### src/hdl/noc_ni_macros.svh
`ifndef NOC_NI_MACROS_SVH
`define NOC_NI_MACROS_SVH

// Flit layout. Two type bits sit above the data field.
`define FLIT_WIDTH 34
`define FLIT_DATA 32
// The packet size rides in the top bits of the head flit data.
`define PKT_WIDTH 8

// Virtual channels of the local port.
`define N_VIRT_CHN 2
`define VC_WIDTH 1

// Queue depths; both must be powers of two so the pointers wrap freely.
`define RX_DEPTH 4
`define RX_CNT_WIDTH 3
`define LB_DEPTH 4

// Wishbone byte addresses of the host registers.
`define ADR_WIDTH 5
`define REG_TX_VC0 5'h00
`define REG_TX_VC1 5'h04
`define REG_TX_SIZE 5'h08
`define REG_RX_VC0 5'h10
`define REG_RX_VC1 5'h14
`define REG_STATUS 5'h18

`endif

### src/hdl/noc_ni_pkg.sv
`include "noc_ni_macros.svh"

package noc_ni_pkg;

  // Flit type codes carried in the upper bits of every flit.
  // The width follows from the flit and data widths.
  typedef enum logic [`FLIT_WIDTH-`FLIT_DATA-1:0] {
    HEAD_FLIT = 2'd0,
    BODY_FLIT = 2'd1,
    TAIL_FLIT = 2'd2
  } flit_type_t;

  // Head flit view.
  // The packet size replaces the upper data bits of the first word.
  typedef struct packed {
    flit_type_t                       flit_type;
    logic [`PKT_WIDTH-1:0]            pkt_sz;
    logic [`FLIT_DATA-`PKT_WIDTH-1:0] head_data;
  } head_flit_t;

  // Body and tail flit view.
  // The whole data field is payload here.
  typedef struct packed {
    flit_type_t             flit_type;
    logic [`FLIT_DATA-1:0]  data;
  } body_flit_t;

  // One flit word seen either way.
  // The type field lines up in both views, so a receiver may read it
  // through the body view before it knows which kind of flit it holds.
  typedef union packed {
    head_flit_t head;
    body_flit_t body;
  } flit_t;

endpackage

### src/hdl/wb_ni_slave.sv
`timescale 1ns/10ps
`include "noc_ni_macros.svh"

module wb_ni_slave (
  input  logic                     clk,
  input  logic                     rst_n,
  input  logic                     cyc,
  input  logic                     stb,
  input  logic                     we,
  input  logic [`ADR_WIDTH-1:0]    adr,
  input  logic [`FLIT_DATA-1:0]    dat_w,
  output logic [`FLIT_DATA-1:0]    dat_r,
  output logic                     ack,
  output logic                     pkt_out_valid,
  output logic                     pkt_out_new,
  output logic                     pkt_out_last,
  output logic [`FLIT_DATA-1:0]    pkt_out_data,
  output logic [`PKT_WIDTH-1:0]    pkt_out_sz,
  output logic [`VC_WIDTH-1:0]     pkt_out_vc,
  input  logic                     pkt_out_ready,
  output logic                     rx_pop,
  output logic [`VC_WIDTH-1:0]     rx_pop_vc,
  input  logic [`FLIT_DATA-1:0]    rx_head_vc0,
  input  logic [`FLIT_DATA-1:0]    rx_head_vc1,
  input  logic [`RX_CNT_WIDTH-1:0] rx_count_vc0,
  input  logic [`RX_CNT_WIDTH-1:0] rx_count_vc1
);

  // Size of the open packet and the flits still to be sent for it.
  logic [`PKT_WIDTH-1:0] pkt_size;
  logic [`PKT_WIDTH-1:0] rem_flits;
  logic                  pkt_open;

  logic                  req;
  logic                  tx_data_sel;
  logic                  rx_data_sel;
  logic [`FLIT_DATA-1:0] rd_data;

  // A new request is taken only when no ack is on the bus and no TX word
  // is waiting on the processor. The host keeps stb high through the ack
  // cycle, so the ack term keeps one access from being seen twice.
  assign req = cyc && stb && !ack && !pkt_out_valid;

  assign tx_data_sel = (adr == `REG_TX_VC0) || (adr == `REG_TX_VC1);
  assign rx_data_sel = (adr == `REG_RX_VC0) || (adr == `REG_RX_VC1);

  // The first flit is the one sent while the counter still equals the size.
  // Framing state is frozen while valid is high, so these stay stable.
  assign pkt_out_new  = (rem_flits == pkt_size);
  assign pkt_out_last = (rem_flits == `PKT_WIDTH'(1));
  assign pkt_out_sz   = pkt_size;

  // An RX read pops the buffer on the same edge that captures its head.
  // A pop of an empty channel is ignored by the buffer.
  assign rx_pop    = req && !we && rx_data_sel;
  assign rx_pop_vc = (adr == `REG_RX_VC1) ? 1'b1 : 1'b0;

  // Read data mux.
  // Empty channels read as zero instead of stale FIFO contents.
  always_comb begin
    rd_data = '0;
    case (adr)
      `REG_TX_SIZE: rd_data = {{(`FLIT_DATA-`PKT_WIDTH){1'b0}}, pkt_size};
      `REG_RX_VC0:  rd_data = (rx_count_vc0 != '0) ? rx_head_vc0 : '0;
      `REG_RX_VC1:  rd_data = (rx_count_vc1 != '0) ? rx_head_vc1 : '0;
      `REG_STATUS:  rd_data = {23'd0, pkt_open, 1'b0, rx_count_vc1, 1'b0, rx_count_vc0};
      default:      rd_data = '0;
    endcase
  end

  // Bus handshake and packet sequencing.
  always_ff @(posedge clk) begin
    if (!rst_n) begin
      ack           <= 1'b0;
      pkt_out_valid <= 1'b0;
      pkt_open      <= 1'b0;
      pkt_size      <= '0;
      rem_flits     <= '0;
    end else begin
      // Ack is a single-cycle pulse.
      ack <= 1'b0;
      if (pkt_out_valid && pkt_out_ready) begin
        // The flit has left; ack the write one cycle after the handshake.
        pkt_out_valid <= 1'b0;
        ack           <= 1'b1;
        rem_flits     <= rem_flits - 1'b1;
        if (rem_flits == `PKT_WIDTH'(1)) begin
          pkt_open <= 1'b0;
        end
      end else if (req) begin
        if (we && tx_data_sel && pkt_open) begin
          // Hold the write until the processor takes the flit.
          pkt_out_valid <= 1'b1;
        end else begin
          // Everything else, including a TX write with no open packet,
          // is acked right away.
          ack <= 1'b1;
        end
        if (we && (adr == `REG_TX_SIZE)) begin
          // A size of zero leaves the packet closed.
          pkt_size  <= dat_w[`PKT_WIDTH-1:0];
          rem_flits <= dat_w[`PKT_WIDTH-1:0];
          pkt_open  <= |dat_w[`PKT_WIDTH-1:0];
        end
      end
    end
  end

  // Payload capture for TX words and read data.
  always_ff @(posedge clk) begin
    if (req && we && tx_data_sel) begin
      pkt_out_data <= dat_w;
      pkt_out_vc   <= (adr == `REG_TX_VC1) ? 1'b1 : 1'b0;
    end
    if (req && !we) begin
      dat_r <= rd_data;
    end
  end

endmodule

### src/hdl/pkt_proc.sv
`timescale 1ns/10ps
`include "noc_ni_macros.svh"

module pkt_proc (
  input  logic                  pkt_out_valid,
  input  logic                  pkt_out_new,
  input  logic                  pkt_out_last,
  input  logic [`FLIT_DATA-1:0] pkt_out_data,
  input  logic [`PKT_WIDTH-1:0] pkt_out_sz,
  input  logic [`VC_WIDTH-1:0]  pkt_out_vc,
  output logic                  pkt_out_ready,
  output logic                  send_valid,
  output noc_ni_pkg::flit_t     send_flit,
  output logic [`VC_WIDTH-1:0]  send_vc,
  input  logic                  send_ready,
  input  logic                  recv_valid,
  input  noc_ni_pkg::flit_t     recv_flit,
  input  logic [`VC_WIDTH-1:0]  recv_vc,
  output logic                  recv_ready,
  output logic                  rx_valid,
  output logic [`FLIT_DATA-1:0] rx_data,
  output logic [`VC_WIDTH-1:0]  rx_vc,
  input  logic                  rx_ready
);
  import noc_ni_pkg::*;

  // Send side handshake goes straight to the router port.
  assign send_valid    = pkt_out_valid;
  assign send_vc       = pkt_out_vc;
  assign pkt_out_ready = send_ready;

  // Flit framing.
  // A new packet wins over last, so a one-flit packet goes out as a head.
  always_comb begin
    send_flit = '0;
    if (pkt_out_new) begin
      send_flit.head.flit_type = HEAD_FLIT;
      send_flit.head.pkt_sz    = pkt_out_sz;
      send_flit.head.head_data = pkt_out_data[`FLIT_DATA-`PKT_WIDTH-1:0];
    end else if (pkt_out_last) begin
      send_flit.body.flit_type = TAIL_FLIT;
      send_flit.body.data      = pkt_out_data;
    end else begin
      send_flit.body.flit_type = BODY_FLIT;
      send_flit.body.data      = pkt_out_data;
    end
  end

  // Receive side.
  // The type bits are dropped and the whole data field is kept, so a head
  // word still shows its size in the upper bits.
  assign rx_valid   = recv_valid;
  assign rx_data    = recv_flit.body.data;
  assign rx_vc      = recv_vc;
  assign recv_ready = rx_ready;

endmodule

### src/hdl/noc_loopback.sv
`timescale 1ns/10ps
`include "noc_ni_macros.svh"

module noc_loopback (
  input  logic                 clk,
  input  logic                 rst_n,
  input  logic                 send_valid,
  input  noc_ni_pkg::flit_t    send_flit,
  input  logic [`VC_WIDTH-1:0] send_vc,
  output logic                 send_ready,
  output logic                 recv_valid,
  output noc_ni_pkg::flit_t    recv_flit,
  output logic [`VC_WIDTH-1:0] recv_vc,
  input  logic                 recv_ready
);
  import noc_ni_pkg::*;

  localparam int PTR_W = $clog2(`LB_DEPTH);
  localparam int CNT_W = PTR_W + 1;

  // Flit and channel storage of the modelled router port.
  flit_t                flit_mem [`LB_DEPTH];
  logic [`VC_WIDTH-1:0] vc_mem [`LB_DEPTH];

  logic [PTR_W-1:0] wr_ptr;
  logic [PTR_W-1:0] rd_ptr;
  logic [CNT_W-1:0] count;
  logic             push;
  logic             pop;

  assign send_ready = (count != CNT_W'(`LB_DEPTH));
  assign recv_valid = (count != '0);
  assign push       = send_valid && send_ready;
  assign pop        = recv_valid && recv_ready;

  // The oldest flit is offered from the cycle after it was stored.
  assign recv_flit = flit_mem[rd_ptr];
  assign recv_vc   = vc_mem[rd_ptr];

  // Pointers wrap on their own since the depth is a power of two.
  always_ff @(posedge clk) begin
    if (!rst_n) begin
      wr_ptr <= '0;
      rd_ptr <= '0;
      count  <= '0;
    end else begin
      if (push) begin
        wr_ptr <= wr_ptr + 1'b1;
      end
      if (pop) begin
        rd_ptr <= rd_ptr + 1'b1;
      end
      case ({push, pop})
        2'b10:   count <= count + 1'b1;
        2'b01:   count <= count - 1'b1;
        default: count <= count;
      endcase
    end
  end

  always_ff @(posedge clk) begin
    if (push) begin
      flit_mem[wr_ptr] <= send_flit;
      vc_mem[wr_ptr]   <= send_vc;
    end
  end

endmodule

### src/hdl/rx_vc_buffer.sv
`timescale 1ns/10ps
`include "noc_ni_macros.svh"

module rx_vc_buffer (
  input  logic                     clk,
  input  logic                     rst_n,
  input  logic                     rx_valid,
  input  logic [`FLIT_DATA-1:0]    rx_data,
  input  logic [`VC_WIDTH-1:0]     rx_vc,
  output logic                     rx_ready,
  input  logic                     rx_pop,
  input  logic [`VC_WIDTH-1:0]     rx_pop_vc,
  output logic [`FLIT_DATA-1:0]    rx_head_vc0,
  output logic [`FLIT_DATA-1:0]    rx_head_vc1,
  output logic [`RX_CNT_WIDTH-1:0] rx_count_vc0,
  output logic [`RX_CNT_WIDTH-1:0] rx_count_vc1
);

  localparam int PTR_W = $clog2(`RX_DEPTH);

  // One small FIFO per virtual channel.
  logic [`FLIT_DATA-1:0]    mem [`N_VIRT_CHN][`RX_DEPTH];
  logic [PTR_W-1:0]         wr_ptr [`N_VIRT_CHN];
  logic [PTR_W-1:0]         rd_ptr [`N_VIRT_CHN];
  logic [`RX_CNT_WIDTH-1:0] count [`N_VIRT_CHN];
  logic [`N_VIRT_CHN-1:0]   push;
  logic [`N_VIRT_CHN-1:0]   pop;

  // Ready follows the channel of the word on offer.
  // A full channel blocks the loopback queue behind it.
  assign rx_ready = (count[rx_vc] != `RX_CNT_WIDTH'(`RX_DEPTH));

  // Per-channel push and pop strobes.
  // A pop of an empty channel does nothing.
  always_comb begin
    for (int i = 0; i < `N_VIRT_CHN; i++) begin
      push[i] = rx_valid && rx_ready && (rx_vc == `VC_WIDTH'(i));
      pop[i]  = rx_pop && (rx_pop_vc == `VC_WIDTH'(i)) && (count[i] != '0);
    end
  end

  always_ff @(posedge clk) begin
    if (!rst_n) begin
      for (int i = 0; i < `N_VIRT_CHN; i++) begin
        wr_ptr[i] <= '0;
        rd_ptr[i] <= '0;
        count[i]  <= '0;
      end
    end else begin
      for (int i = 0; i < `N_VIRT_CHN; i++) begin
        if (push[i]) begin
          wr_ptr[i] <= wr_ptr[i] + 1'b1;
        end
        if (pop[i]) begin
          rd_ptr[i] <= rd_ptr[i] + 1'b1;
        end
        case ({push[i], pop[i]})
          2'b10:   count[i] <= count[i] + 1'b1;
          2'b01:   count[i] <= count[i] - 1'b1;
          default: count[i] <= count[i];
        endcase
      end
    end
  end

  // Data storage.
  always_ff @(posedge clk) begin
    for (int i = 0; i < `N_VIRT_CHN; i++) begin
      if (push[i]) begin
        mem[i][wr_ptr[i]] <= rx_data;
      end
    end
  end

  // Heads and fill levels for the host read path.
  assign rx_head_vc0  = mem[0][rd_ptr[0]];
  assign rx_head_vc1  = mem[1][rd_ptr[1]];
  assign rx_count_vc0 = count[0];
  assign rx_count_vc1 = count[1];

endmodule

### src/hdl/noc_ni_top.sv
`timescale 1ns/10ps
`include "noc_ni_macros.svh"

module noc_ni_top (
  input  logic                  clk,
  input  logic                  rst_n,
  input  logic                  cyc,
  input  logic                  stb,
  input  logic                  we,
  input  logic [`ADR_WIDTH-1:0] adr,
  input  logic [`FLIT_DATA-1:0] dat_w,
  output logic [`FLIT_DATA-1:0] dat_r,
  output logic                  ack
);
  import noc_ni_pkg::*;

  // Host side to packet processor.
  logic                  pkt_out_valid;
  logic                  pkt_out_new;
  logic                  pkt_out_last;
  logic [`FLIT_DATA-1:0] pkt_out_data;
  logic [`PKT_WIDTH-1:0] pkt_out_sz;
  logic [`VC_WIDTH-1:0]  pkt_out_vc;
  logic                  pkt_out_ready;

  // Packet processor to and from the router port model.
  logic                  send_valid;
  flit_t                 send_flit;
  logic [`VC_WIDTH-1:0]  send_vc;
  logic                  send_ready;
  logic                  recv_valid;
  flit_t                 recv_flit;
  logic [`VC_WIDTH-1:0]  recv_vc;
  logic                  recv_ready;

  // Received words into the per-channel buffer.
  logic                     rx_valid;
  logic [`FLIT_DATA-1:0]    rx_data;
  logic [`VC_WIDTH-1:0]     rx_vc;
  logic                     rx_ready;
  logic                     rx_pop;
  logic [`VC_WIDTH-1:0]     rx_pop_vc;
  logic [`FLIT_DATA-1:0]    rx_head_vc0;
  logic [`FLIT_DATA-1:0]    rx_head_vc1;
  logic [`RX_CNT_WIDTH-1:0] rx_count_vc0;
  logic [`RX_CNT_WIDTH-1:0] rx_count_vc1;

  wb_ni_slave u_wb_ni_slave (
    .clk, .rst_n, .cyc, .stb, .we, .adr, .dat_w, .dat_r, .ack,
    .pkt_out_valid, .pkt_out_new, .pkt_out_last, .pkt_out_data,
    .pkt_out_sz, .pkt_out_vc, .pkt_out_ready,
    .rx_pop, .rx_pop_vc, .rx_head_vc0, .rx_head_vc1,
    .rx_count_vc0, .rx_count_vc1
  );

  pkt_proc u_pkt_proc (
    .pkt_out_valid, .pkt_out_new, .pkt_out_last, .pkt_out_data,
    .pkt_out_sz, .pkt_out_vc, .pkt_out_ready,
    .send_valid, .send_flit, .send_vc, .send_ready,
    .recv_valid, .recv_flit, .recv_vc, .recv_ready,
    .rx_valid, .rx_data, .rx_vc, .rx_ready
  );

  // Stands in for the router and turns every sent flit around.
  noc_loopback u_noc_loopback (
    .clk, .rst_n,
    .send_valid, .send_flit, .send_vc, .send_ready,
    .recv_valid, .recv_flit, .recv_vc, .recv_ready
  );

  rx_vc_buffer u_rx_vc_buffer (
    .clk, .rst_n, .rx_valid, .rx_data, .rx_vc, .rx_ready,
    .rx_pop, .rx_pop_vc, .rx_head_vc0, .rx_head_vc1,
    .rx_count_vc0, .rx_count_vc1
  );

endmodule

### config.mk
export PLATFORM = sky130hd
export DESIGN_NAME = noc_ni_top
export DESIGN_NICKNAME = d
export VERILOG_FILES = /design/src/hdl/noc_ni_pkg.sv /design/src/hdl/wb_ni_slave.sv /design/src/hdl/pkt_proc.sv /design/src/hdl/noc_loopback.sv /design/src/hdl/rx_vc_buffer.sv /design/src/hdl/noc_ni_top.sv
export VERILOG_INCLUDE_DIRS = /design/src /design/src/hdl
export SDC_FILE = /design/constraint.sdc
export NUM_CORES = 1
export LEC_CHECK = 0
export BUFFER_PORTS_ARGS = -buffer_cell sky130_fd_sc_hd__clkbuf_2
export CAP_MARGIN = 30
export CORE_MARGIN = 10
export CORE_UTILIZATION = 36
export CTS_CLUSTER_SIZE = 24
export DETAILED_ROUTE_END_ITERATION = 12
export HOLD_SLACK_MARGIN = 0.12
export PLACE_DENSITY_LB_ADDON = 0.08
export SYNTH_ARGS = -nofsm -noshare
export SYNTH_HDL_FRONTEND = slang
export SYNTH_SLANG_ARGS = --single-unit
### constraint.sdc
create_clock -name clk -period 6.1 [get_ports clk]
set_input_delay 1.22 -clock clk [delete_from_list [all_inputs] [get_ports clk]]
set_output_delay 1.22 -clock clk [all_outputs]
set_load 0.005 [all_outputs]
==> results.cfg <==
[critical_path]
path_cells = clkbuf_2, nor3_1, nor4bb_4, buf_4, nand2_1, inv_1, ha_1, o41ai_1, o32ai_1
end_kind = register
timing.critical_path.required_ns = 6.38
critical_path_arrival_ns = 3.92
crit_path_start_kind = primary input
setup.reg_to_reg.worst_slack_ns = 2.73
reg2regPathDepth = 7
r2r-end = u_rx_vc_buffer.count[1][2]$_DFFE_PP_
path_delay_family = compound AO/OA/AOI/OAI gates
critical_path.max_fanout = 34
path_buf_inv = 3
critical-path-slowest-cell = sky130_fd_sc_hd__o41ai_1
worstSetupPathType = in2reg
timing.critical_path.slowest_cell_delay_ns = 0.76

[logic_synthesis]
synthesis.area_um2 = 18820
synth_flop_cell = sky130_fd_sc_hd__edfxtp_1
synth.area.top_cells = sky130_fd_sc_hd__edfxtp_1, sky130_fd_sc_hd__mux4_2, sky130_fd_sc_hd__dfxtp_1, sky130_fd_sc_hd__ha_1, sky130_fd_sc_hd__a22o_1
fraction_of_registers_with_async_set_reset = 0
synth_most_common_cell = sky130_fd_sc_hd__edfxtp_1
synth_top_cell_area_share = 0.7451
synthDominantAreaCellType = sky130_fd_sc_hd__edfxtp_1
synth.cells.most_frequent = sky130_fd_sc_hd__edfxtp_1, sky130_fd_sc_hd__mux4_2, sky130_fd_sc_hd__nand2_1
syn_nets = 977
synth_enable_flop_cells = 467
synthesis.area_per_instance_um2 = 20.66
synth-seq-area-share = 0.7748
post_synth_num_cell_types = 53
postSynthRegisterBits = 495
yosysWarnings = 0
synthesis.instances = 911

[worst_hold_path]
min_delay_path_depth = 2
timing.hold.worst_endpoint = u_noc_loopback.rd_ptr[1]$_SDFFE_PN0N_
hold_path_startpoint = u_noc_loopback.rd_ptr[1]$_SDFFE_PN0N_
type_of_the_worst_min_delay_path = reg2reg

[floorplan]
fp.coreArea_um2 = 51510
die_y_um = 248.7
placementRows = 83
boundaryPins = 75
dieWidth_um = 248.7
initial_core_util = 0.3654
die-area_um2 = 61830

[layout]
nFillCells = 4613
final_design_area_no_fill_um2 = 21840
num-nets-final = 1090
layout-drive-gt1-share = 0.2773
finish.cell_count_without_fillers = 1746
flow.area_growth_from_synthesis_pct = 16.05

[clock_network]
cts_hold_buffers = 0
tritoncts_clock_tree = done
clk_latency_ns = 0.59
post_cts_resized = 0
path_clk_slew_ns = 0.06
clk_root_buffer_cell = sky130_fd_sc_hd__clkbuf_16
cts_buffers = 53
cts.sink_count = 495
clock_tree.htree_level_count = 2
post_cts_buffers = 0
clk_path_buf_depth = 3

[place]
placed_cells = 1648
io_buffers = 74
place.gp.congestion = 0.7334
placed_area_um2 = 20150
dpl.hpwl_mm = 24.55

[timing]
period_utilisation_layout = 0.5963
timing.final.setup_violations = 0
max_slew_margin = 0.4508
fin_setup_tns_ns = 0
hold_viol = 0
finalClockSkew_ns = 0.02123
grt_setup_unrepaired = false
tightestPinTransition_ns = 0.8238
timing.final.crit_period_ns = 3.637
clock.fmax_mhz = 274.9
timing.final.max_slew_violations = 0

[status]
status = finished, final reports clean

[route]
dr.pass1.iters = 5
vias = 8772
routed_via_density = 5.024
drt_first_iter_violations = 708
wl_mm = 41.84
detail_route.drc_violations = 0
wl_per_cell_um = 23.96
final_ant_viol_nets = 0

[power_and_ir_drop]
p_leak_nw = 7.119
vdd_ir_drop_max_mv = 0.1882
power_per_cell_area_nw_per_um2 = 351.0
final_power_mw = 7.667

[global_routing]
global_route_wire_length_before_repair_mm = 62.90
pin_count_of_the_biggest_net_entering_global_routing = 36
antenna_violations_before_repair = 1
grt-ovfl-total = 0
global_route.usage.total = 0.1343
grt_pass1_vias = 9517

[run]
cap_viol_max_count = 0
final cells by class:
cell class,instances,area (um2),area share
Antenna cell,2,5.005,0.0002291
Sequential cell,495,14590,0.6677
Clock inverter,31,300.3,0.01375
Multi-Input combinational cell,352,4010,0.1836
Inverter,23,86.33,0.003952
Tap cell,680,850.8,0.03895
Clock buffer,64,1368,0.06261
Timing Repair Buffer,99,638.1,0.02921
per-stage QoR:
step	util	worst slack, ns	hold WS [ns]
2_1_floorplan	-	1.438	0.4543
3_3_place_gp	0.3889	2.013	0.4764
3_5_place_dp	0.3912	1.873	0.4838
4_1_cts	0.4236	2.491	0.4895
5_1_grt	0.4240	2.241	0.5131
6_report	0.4241	2.463	0.4862
tightest hold or removal path, cell delays in order (launching register included):
cell and delay [ns]:
sky130_fd_sc_hd__dfxtp_1 0.30, sky130_fd_sc_hd__nand2_1 0.05, sky130_fd_sc_hd__mux2i_1 0.07
cells in the final DEF, fill, tap and decap left out, drive strengths merged, types with 2 or more instances in the layout:
| cell | count |
|---|---|
| and3 | 7 |
| xor2 | 13 |
| dfxtp | 28 |
| clkinvlp | 2 |
| xnor2 | 5 |
| nand2b | 2 |
| mux2 | 9 |
| nor3 | 9 |
| mux4 | 97 |
| ha | 22 |
| a21oi | 16 |
| a22oi | 3 |
| o311ai | 2 |
| clkbuf | 138 |
| and2 | 11 |
| or3b | 2 |
| clkinv | 21 |
| a222oi | 6 |
| or3 | 3 |
| a22o | 23 |
| buf | 25 |
| nor3b | 4 |
| o211ai | 3 |
| nor2 | 20 |
| o21ai | 5 |
| bufinv | 6 |
| nand2 | 52 |
| nand3 | 7 |
| a31oi | 5 |
| inv | 25 |
| fa | 2 |
| edfxtp | 467 |
| diode | 2 |
| nor4 | 6 |
routing by layer:
layer	vias up	track usage	share of wire
li1	3947	-	-
met5	-	0	0
met4	0	0.04498	0.025
met3	61	0.02452	0.038
met2	162	0.2125	0.48
met1	4602	0.1836	0.46
registers in the layout, summed over array words and instances (netlist names), 6 cells and up, named ones only:
register	flops
u_wb_ni_slave.pkt_out_sz	8
u_wb_ni_slave.pkt_out_data	32
u_wb_ni_slave.dat_r	32
u_rx_vc_buffer.count	6
u_noc_loopback.flit_mem	128
u_wb_ni_slave.rem_flits	8
u_rx_vc_buffer.mem	256
worst max-delay path by stage:
stage,endpoint,cells past startpoint,slack (ns),from
finish,u_rx_vc_buffer.count[1][2]$_DFFE_PP_,9,2.46,adr[3]
global route,u_rx_vc_buffer.count[1][2]$_DFFE_PP_,9,2.24,adr[3]
CTS,u_rx_vc_buffer.count[1][2]$_DFFE_PP_,9,2.49,adr[3]
detailed placement,u_rx_vc_buffer.count[1][2]$_DFFE_PP_,9,1.87,adr[3]
global placement,u_rx_vc_buffer.count[1][2]$_DFFE_PP_,9,2.01,adr[3]
floorplan,u_rx_vc_buffer.count[0][2]$_SDFFCE_PN0P_,10,1.44,stb
report_power, final:
group | total (mW) | switching, mW | internal [mW]
Clock | 3.11 | 1.27 | 1.84
Sequential | 3.94 | 0.0354 | 3.91
Combinational | 0.613 | 0.384 | 0.229
logic make-up (layout without fill, tap and decap cells):
group,after synthesis,count (layout),share of synthesized area
fa+ha+maj,24,24,0.01675
simple gates,132,132,0.03503
mux,107,107,0.1220
flops,495,495,0.7748
compound gates,71,71,0.02912
xor+xnor,18,18,0.008376
buf+inv,64,217,0.01389
other cells,0,2,0
Power figures use the tool's default switching activity.
